## config.mk

```make
export PLATFORM = sky130hd
export DESIGN_NAME = linear
export DESIGN_NICKNAME = d
export VERILOG_FILES = /design/src/asg_pkg.sv /design/src/linear.sv
export VERILOG_INCLUDE_DIRS = /design/src
export SDC_FILE = /design/constraint.sdc
export NUM_CORES = 1
export LEC_CHECK = 0
export BUFFER_PORTS_ARGS = -buffer_cell sky130_fd_sc_hd__buf_2
export CAP_MARGIN = 40
export CELL_PAD_IN_SITES_DETAIL_PLACEMENT = 1
export CELL_PAD_IN_SITES_GLOBAL_PLACEMENT = 2
export CORE_ASPECT_RATIO = 0.5
export CORE_UTILIZATION = 41
export CTS_BUF_LIST = sky130_fd_sc_hd__clkbuf_8 sky130_fd_sc_hd__clkbuf_16
export CTS_CLUSTER_SIZE = 14
export DETAILED_ROUTE_END_ITERATION = 10
export PLACE_DENSITY_LB_ADDON = 0.1
export SLEW_MARGIN = 20
export SYNTH_ARGS = -nofsm -noshare
export SYNTH_HDL_FRONTEND = slang
export SYNTH_SLANG_ARGS = --single-unit
```

## constraint.sdc

```tcl
create_clock -name bus -period 10.65 [get_ports bus]
set_clock_uncertainty 0.05 [all_clocks]
set_input_delay 0 -clock bus [delete_from_list [all_inputs] [get_ports bus]]
set_output_delay 0 -clock bus [all_outputs]
set_load 0.03 [all_outputs]
```

## src/asg_params.svh

```systemverilog
//////////////////////////////////////////////////////////////////////
// widths, register map and reset values of the signal generator
// included by the package and by every module that needs a constant
//////////////////////////////////////////////////////////////////////

`ifndef ASG_PARAMS_SVH
`define ASG_PARAMS_SVH

// table pointer, integer and fraction bits
`define ASG_CWM 10
`define ASG_CWF 16

// sample, gain and offset widths
`define ASG_DW  14
`define ASG_DWM 16
`define ASG_DWS 14

// number of external trigger lines
`define ASG_TN 4

// system bus
`define ASG_AW 16
`define ASG_BW 32

// address bit that selects the waveform buffer window
`define ASG_BUF_SEL 12

// register offsets inside the register window
`define ASG_REG_CTL  12'h000
`define ASG_REG_CFG  12'h004
`define ASG_REG_SIZE 12'h008
`define ASG_REG_OFFS 12'h00C
`define ASG_REG_STEP 12'h010
`define ASG_REG_BCYC 12'h018
`define ASG_REG_BDLY 12'h01C
`define ASG_REG_BNUM 12'h020
`define ASG_REG_LMUL 12'h024
`define ASG_REG_LSUM 12'h028

// gain of 1.0
`define ASG_LMUL_ONE (1 << (`ASG_DWM-2))

`endif

```

## src/asg_pkg.sv

```systemverilog
//////////////////////////////////////////////////////////////////////
// shared types of the signal generator
// modules import it inside their body, ports use scoped names
//////////////////////////////////////////////////////////////////////

package asg_pkg;

`include "asg_params.svh"

  // signed DAC sample
  typedef logic signed [`ASG_DW-1:0] sample_t;

  // fixed point table position, integer.fraction
  // also used for table size, phase offset and step
  typedef logic [`ASG_CWM+`ASG_CWF-1:0] ptr_t;

  // gain, ASG_LMUL_ONE is unity
  typedef logic signed [`ASG_DWM-1:0] gain_t;

  // output offset
  typedef logic signed [`ASG_DWS-1:0] offs_t;

  // system bus
  typedef logic [`ASG_AW-1:0] bus_addr_t;
  typedef logic [`ASG_BW-1:0] bus_data_t;

  // external trigger select mask
  typedef logic [`ASG_TN-1:0] trg_sel_t;

  // burst data cycles and repetitions
  typedef logic [15:0] bcnt_t;

  // burst delay cycles
  typedef logic [31:0] bdly_t;

  // generator FSM
  typedef enum logic [1:0] {
    GEN_IDLE,
    GEN_DATA,
    GEN_DELAY
  } gen_state_t;

endpackage

```

## src/linear.sv

```systemverilog
//////////////////////////////////////////////////////////////////////
// gain and offset stage, y = sat(x * mul / 2^14 + sum)
// one register stage, valid follows the input by one clock
//////////////////////////////////////////////////////////////////////

`timescale 1ns/1ns

`include "asg_params.svh"

module linear (
  input  logic             bus,
  input  logic             reset,
  // input stream
  input  asg_pkg::sample_t sti_dat,
  input  logic             sti_vld,
  // gain and offset
  input  asg_pkg::gain_t   cfg_mul,
  input  asg_pkg::offs_t   cfg_sum,
  // output stream
  output asg_pkg::sample_t sto_dat,
  output logic             sto_vld
);

  import asg_pkg::*;

  // full product, after the shift, after the offset
  localparam int unsigned PW = `ASG_DW + `ASG_DWM;
  localparam int unsigned HW = PW - (`ASG_DWM-2);
  localparam int unsigned SW = HW + 1;

  logic signed [PW-1:0] prod;
  logic signed [HW-1:0] prod_sh;
  logic signed [SW-1:0] sum;
  sample_t              sat;

  assign prod = sti_dat * cfg_mul;

  // arithmetic shift by 14, the sign bit stays on top
  assign prod_sh = prod[PW-1:`ASG_DWM-2];

  assign sum = prod_sh + cfg_sum;

  // clip when the bits above the sample are not all sign copies
  always_comb begin
    if (sum[SW-1:`ASG_DW-1] == '0 || sum[SW-1:`ASG_DW-1] == '1) begin
      sat = sum[`ASG_DW-1:0];
    end else if (sum[SW-1]) begin
      sat = {1'b1, {(`ASG_DW-1){1'b0}}};
    end else begin
      sat = {1'b0, {(`ASG_DW-1){1'b1}}};
    end
  end

  always_ff @(posedge bus) begin
    if (sti_vld) begin
      sto_dat <= sat;
    end
  end

  always_ff @(posedge bus) begin
    if (reset) begin
      sto_vld <= 1'b0;
    end else begin
      sto_vld <= sti_vld;
    end
  end

endmodule

```

==> results of run 1 <==
## worst min path at each step
stage | start | to | slack, ns | depth (start not counted)
3_5_place_dp | reset | sto_vld$_SDFF_PP0_ | 0.12 | 2
6_report | sti_vld | sto_dat[10]$_DFFE_PP_ | 0.12 | 1
3_3_place_gp | reset | sto_vld$_SDFF_PP0_ | 0.11 | 2
5_1_grt | sti_vld | sto_dat[1]$_DFFE_PP_ | 0.14 | 1
4_1_cts | sti_vld | sto_dat[10]$_DFFE_PP_ | 0.13 | 1
2_1_floorplan | reset | sto_vld$_SDFF_PP0_ | 0.02 | 1
## layer usage
layer	vias up	GRT usage	part of all wire
li1	3088	-	-
met4	0	0.02666	0.0098
met5	-	0	0
met1	3533	0.2942	0.48
met3	12	0.01162	0.019
met2	70	0.3784	0.49
## Yosys cell counts (5+ instances only)
library cell,n
nand3_1,7
a21oi_1,20
and2_1,122
nand2_1,96
and3_1,5
a21oi_2,11
nor2_1,28
clkbuf_1,30
ha_1,85
o21a_1,6
edfxtp_1,14
inv_1,252
a21o_1,5
nand2b_1,8
nor3_1,7
o21ai_1,5
fa_1,219
xnor2_1,23
o21ai_0,7
xor2_1,15
## worst max-delay path, delay by kind of cell
| family | cells | cell delay [ns] |
|---|---|---|
| buffers and inverters | 4 | 0.60 |
| multiplexers | 1 | 0.17 |
| AND/OR/NAND/NOR | 5 | 0.99 |
| adder cells (fa/ha/maj) | 8 | 3.58 |
| XOR/XNOR | 1 | 0.17 |
| AO/OA/AOI/OAI | 10 | 2.82 |
## sequential cells by signal (all words and copies together) (netlist names)
register and cells:
sto_dat 14, sto_vld 1
## metrics by stage
| stage | utilization | cell area, um2 | hold WS (ns) | setup slack, ns | std cells |
|---|---|---|---|---|---|
| floorplan | - | 9445 | 0.02161 | 3.229 | 1013 |
| global placement | 0.4519 | 9991 | 0.1078 | 2.236 | 1342 |
| detailed placement | 0.4519 | 9991 | 0.1159 | 1.977 | 1342 |
| CTS | 0.4560 | 10080 | 0.1266 | 2.191 | 1347 |
| global route | 0.4565 | 10090 | 0.1353 | 1.721 | 1348 |
| finish | 0.4565 | 10090 | 0.1175 | 2.196 | 1348 |
## final cells by class
class | count | area, um2
fillers | 2541 | 12020
multi-input cells | 714 | 7924
inverters | 252 | 945.9
flip-flops and latches | 15 | 440.4
well taps | 300 | 375.4
repair buffers | 63 | 326.6
clock buffers | 3 | 75.07
clock inverters | 1 | 5.005
## cell families after synthesis
logic type | after synthesis
adders and majority gates | 304
AOI/OAI and AO/OA | 86
DFF | 15
muxes | 1
and+or+nand+nor | 285
xor gates and xnor gates | 38
buffers and inverters | 284
## repair_timing
item / CTS / global route
buffers inserted: 0 / 0
hold buffers: 1 / 0
hold endpoints to repair: 1 / 0
resized for setup: 0 / 0
==> summary.md, run 1 <==
| Metric | Value |
|---|---|
| Outcome | finished clean |
| Slew Viols, Final | 0 |
| Initial Util | 0.4272 |
| CTS tree | yes |
| Largest family of logic cells by synthesized area | adder cells |
| Slowest stage delay, CP | ~0.63 ns |
| Drt total wl | approximately 23000 um |
| Placeable core area | ~0.022 mm2 |
| Initial DRC count | roughly 280 |
| Period utilization | 0.7938 |
| Final nets | 1400 |
| Critical Path RT | 10.56 ns |
| # diodes | 0 |
| Post-synthesis simple-gate area fraction | 0.1555 |
| Max-cap violations | 0 |
| Setup TNS | 0 ns |
| Post-Syn Area | 0.009445 mm2 |
| CP max FO | 13 |
| Total CTS buffers | 3 |
| Worst setup EP type | flip-flop |
| Post-synth EDFFs | 14 |
| Largest area contributor in the netlist | fa_1 |
| Fin. Hold Viols | 0 |
| Antenna violations before repair | 0 |
| FFs w/ async S/R, synth | 0 |
| Row count | 38 |
| Post-Syn Instances | ~1.0k |
| Drt drc | 0 |
| WL/cell | ~17 um |
| Gr ovfl total | 0 |
| Min Tclk post-route | between 8 and 9 ns |
| Register bit total from synthesis | 15 |
| Syn Nets | ~1.4k |
| Compound-Gate Fraction of Synth Area | 0.07034 |
| Area delta synth->final | 6.849% |
| CP startpoint | sti_dat[13] |
| CP startpoint kind | input pin |
| Largest net degree at the start of global routing | 17 |
| Rel. slew slack | 0.4773 |
| Routability cong. | roughly 0.83 |
| Post-synthesis cell type count | between 50 and 60 |
| RSZ-0062 raised after global routing | false |
| Register area share after synthesis | 0.04663 |
| Commonest non-fill, non-tap cells in the layout | inv_1 (252), fa_1 (219), and2_1 (122), nand2_1 (96), ha_1 (85) |
| Multiplexer area fraction after synthesis | 0.001060 |
| Half-perimeter wire length after placement | roughly 20000 um |
| Post-route ant nets | 0 |
| Share of cells above drive strength 1 | 0.08683 |
| Die height | roughly 110 um |
| CTS sink cnt | 15 |
| Clk root buf | clkbuf_16 |
| CP Class | input pin to flip-flop |
| Fmax | 118.3 MHz |
| H-tree depth | 1 |
| Post-synthesis adder-cell area fraction | 0.5768 |
| IO buf count | 61 |
| Synth Area in XOR/XNOR | 0.03524 |
| First-pass GRT wire length | slightly below 40000 um |
| Worst setup endpoint | sto_dat[1]$_DFFE_PP_ |
| Slew of the pin with the lowest slew margin | between 0.7 and 0.8 ns |
| HP Class | input pin to flip-flop |
| Die area | between 0.02 and 0.025 mm2 |
| Crit-path slowest cell | o21ai_2 |
| Vias per cell | 4.973 |
| Vias in the first global route | ~7.6k |
| Top post-synthesis cells by area | fa_1 (46%), ha_1 (11%), inv_1 (10%), and2_1 (8.1%), edfxtp_1 (4.5%) |
| Chip Width | 216.7 um |
| CP Data Arrival Time | between 8 and 9 ns |
| GR Util All Layers | 0.2116 |
| Cell repeated most along the worst path | fa_1 |
| Top_reg_cell synth | edfxtp_1 |
| Most common library cell in the layout ignoring fill and taps | inv_1 |
| DRT Pass-1 Iters | 7 |
| Number of primary I/O pins | 62 |
| Post-Syn Area per Cell | 9.324 um2 |
| Vias | roughly 6.7k |
| Clock Path Buffers | 2 |
| Warnings from Yosys | 0 |
| Clock slew at reported path FFs | ~0.050 ns |
| Final Setup Violations | 0 |
| Synth top area share | 0.4642 |
Power of run 1 is left out: the tool's default activity adds up to more than one toggle a clock period on the data nets, which glitch-free logic cannot reach.
==> run 2, diff against run 1 <==
==> constraint.sdc (replaced) <==
create_clock -name bus -period 8.2 [get_ports bus]
set_clock_uncertainty 0.05 [all_clocks]
set_input_delay 0 -clock bus [delete_from_list [all_inputs] [get_ports bus]]
set_output_delay 0 -clock bus [all_outputs]
set_load 0.03 [all_outputs]
==> run 2 against run 1 <==
  * Hold slack improved by 0.0031 ns
  * Highest routed layer is now met5
  * Count of clock-buffer cells in the layout unchanged
  * Core utilization grew 0.77 points
  * Non-clock buffer count grew 18
  * Cell count up 1.3%
  * Critical endpoint is now sto_dat[3]$_DFFE_PP_
  * First-iteration DRC count fell by 9.2%
  * Sequential share of layout area is 0.072 points lower
  * Via count is 1.7% higher
==> summary.md, run 2 (synthesized netlist as in run 1, its figures left out) <==
| Metric | Value |
|---|---|
| Fin. Hold Viols | 0 (unchanged) |
| Crit-path slowest cell | fa_1 |
| Placeable core area | 0.02211 mm2 (unchanged) |
| Period utilization | 0.9542 |
| Row count | 38 (unchanged) |
| Outcome | finished clean |
| Worst hold slack | 0.1206 ns (+0.003119 ns) |
| # diodes | 0 (unchanged) |
| Slowest stage delay, CP | 0.53 ns (-0.10 ns) |
| Die height | 109.3 um (unchanged) |
| Worst setup EP type | flip-flop |
| GR Util All Layers | 0.2143 (+0.002632) |
| DRT Pass-1 Iters | 4 (-3) |
| Area delta synth->final | 8.650% |
| Rel. slew slack | 0.5935 (+0.1162) |
| Fmax | 127.8 MHz |
| Share of cells above drive strength 1 | 0.1023 (+0.01542) |
| CP max FO | 13 (unchanged) |
| Die area | 0.02369 mm2 (unchanged) |
| Max reg flops | 14 (unchanged) |
| Biggest register | sto_dat |
| Initial DRC count | 257 (-9.2%) |
| CP Data Arrival Time | 7.76 ns (-0.60 ns) |
| Largest net degree at the start of global routing | 17 (unchanged) |
| Slew Viols, Final | 0 (unchanged) |
| Antenna violations before repair | 1 (+1) |
| Chip Width | 216.7 um (unchanged) |
| Vias in the first global route | 7748 (+1.4%) |
| H-tree depth | 1 (unchanged) |
| HP Class | input pin to flip-flop |
| Worst Hold Depth | 1 (unchanged) |
| CP startpoint kind | input pin |
| Number of primary I/O pins | 62 (unchanged) |
| Drt drc | 0 (unchanged) |
| Cell repeated most along the worst path | fa_1 |
| Gr ovfl total | 0 (unchanged) |
| Slew of the pin with the lowest slew margin | 0.6090 ns (-0.1749 ns) |
| Drt total wl | 23460 um (+0.99%) |
| WL/cell | 17.17 um (-0.34%) |
| Worst hold start | sti_vld |
| Post-DP Area | 0.01012 mm2 (+1.3%) |
| Clock slew at reported path FFs | 0.05 ns (about the same) |
| Placed insts | 1358 (+1.2%) |
| IO buf count | 61 (unchanged) |
| CP Class | input pin to flip-flop |
| Clk root buf | clkbuf_16 |
| Min Tclk post-route | 7.824 ns |
| Post-route ant nets | 0 (unchanged) |
| Final nets | 1418 (+1.3%) |
| Vias | 6820 (+1.7%) |
| CP startpoint | sti_dat[2] |
| Half-perimeter wire length after placement | 20830 um (+1.9%) |
| CTS tree | yes |
| Critical Path RT | 8.13 ns (-2.43 ns) |
| Biggest regs | sto_dat: 14 flops, sto_vld: 1 flops |
| Commonest non-fill, non-tap cells in the layout | inv_1 (253), fa_1 (219), and2_1 (122), nand2_1 (96), ha_1 (85) |
| Final Setup Violations | 0 (unchanged) |
| Max-cap violations | 0 (unchanged) |
| Total CTS buffers | 3 (unchanged) |
| First-pass GRT wire length | 39360 um (about the same) |
| Most common library cell in the layout ignoring fill and taps | inv_1 |
| Initial Util | 0.4272 (unchanged) |
| Non-filler cells in the finished layout | 1366 (+1.3%) |
| CTS sink cnt | 15 (unchanged) |
| Routability cong. | 0.8262 (-0.66%) |
| Vias per cell | 4.993 (+0.40%) |
| Clock Path Buffers | 2 (unchanged) |
| Final Cell Area | 0.01026 mm2 (+1.7%) |
## run 2: cell types whose count changed in the layout (fill, tap and decap cells not counted)
cell      before  now
inv_1        252  253
o311ai_1       1    0
o21ai_2        2    1
clkinv_2       1    0
buf_4          0   17
buf_12         0    2
o311ai_2       0    1
o21ai_4        0    1
buf_6          1    0
## run 2: worst paths after layout
check	end	slack, ns
min	sto_dat[6]$_DFFE_PP_	0.12
max	sto_dat[3]$_DFFE_PP_	0.38
## run 2: per-layer routing
layer / track usage / part of all wire / up-vias
li1: - / - / 3127
met3: 0.009405 / 0.015 / 30
met2: 0.3793 / 0.50 / 74
met1: 0.2943 / 0.47 / 3587
met5: 0 / 0.00055 / -
met4: 0.04980 / 0.021 / 2
## run 2: per-stage QoR
step                      setup TNS, ns  worst slack [ns]  utilization
after global routing            -0.1626          -0.02571       0.4642
after floorplan                       0            0.7791            -
after global placement                0           0.06373       0.4579
after CTS                             0            0.1870       0.4623
final                                 0            0.3759       0.4642
after detailed placement         -1.627           -0.1789       0.4579
## run 2: worst max-delay path: cells and delay by family
kind	cells	cell delay [ns]
adders and majority gates	8	3.55
AOI/OAI and AO/OA	11	2.17
buffers and inverters	9	1.03
and+or+nand+nor	5	0.82
xor gates and xnor gates	1	0.15
## run 2: layout make-up
cell class	instances	area [um2]
multi-input cells	714	7939
repair buffers	81	483.0
flip-flops and latches	15	440.4
fillers	2613	11850
clock buffers	3	75.07
clock inverters	1	3.754
well taps	300	375.4
inverters	252	945.9
## run 2: timing repair
action                                  in CTS  in global routing
endpoints found under the setup margin       1                 13
pin swaps                                    0                  2
buffers inserted                             0                  3
hold buffers                                 1                  0
cloned                                       0                  0
gates resized for setup                      1                  1
endpoints found under the hold margin        1                  0
Power of run 2 is left out for the same reason.
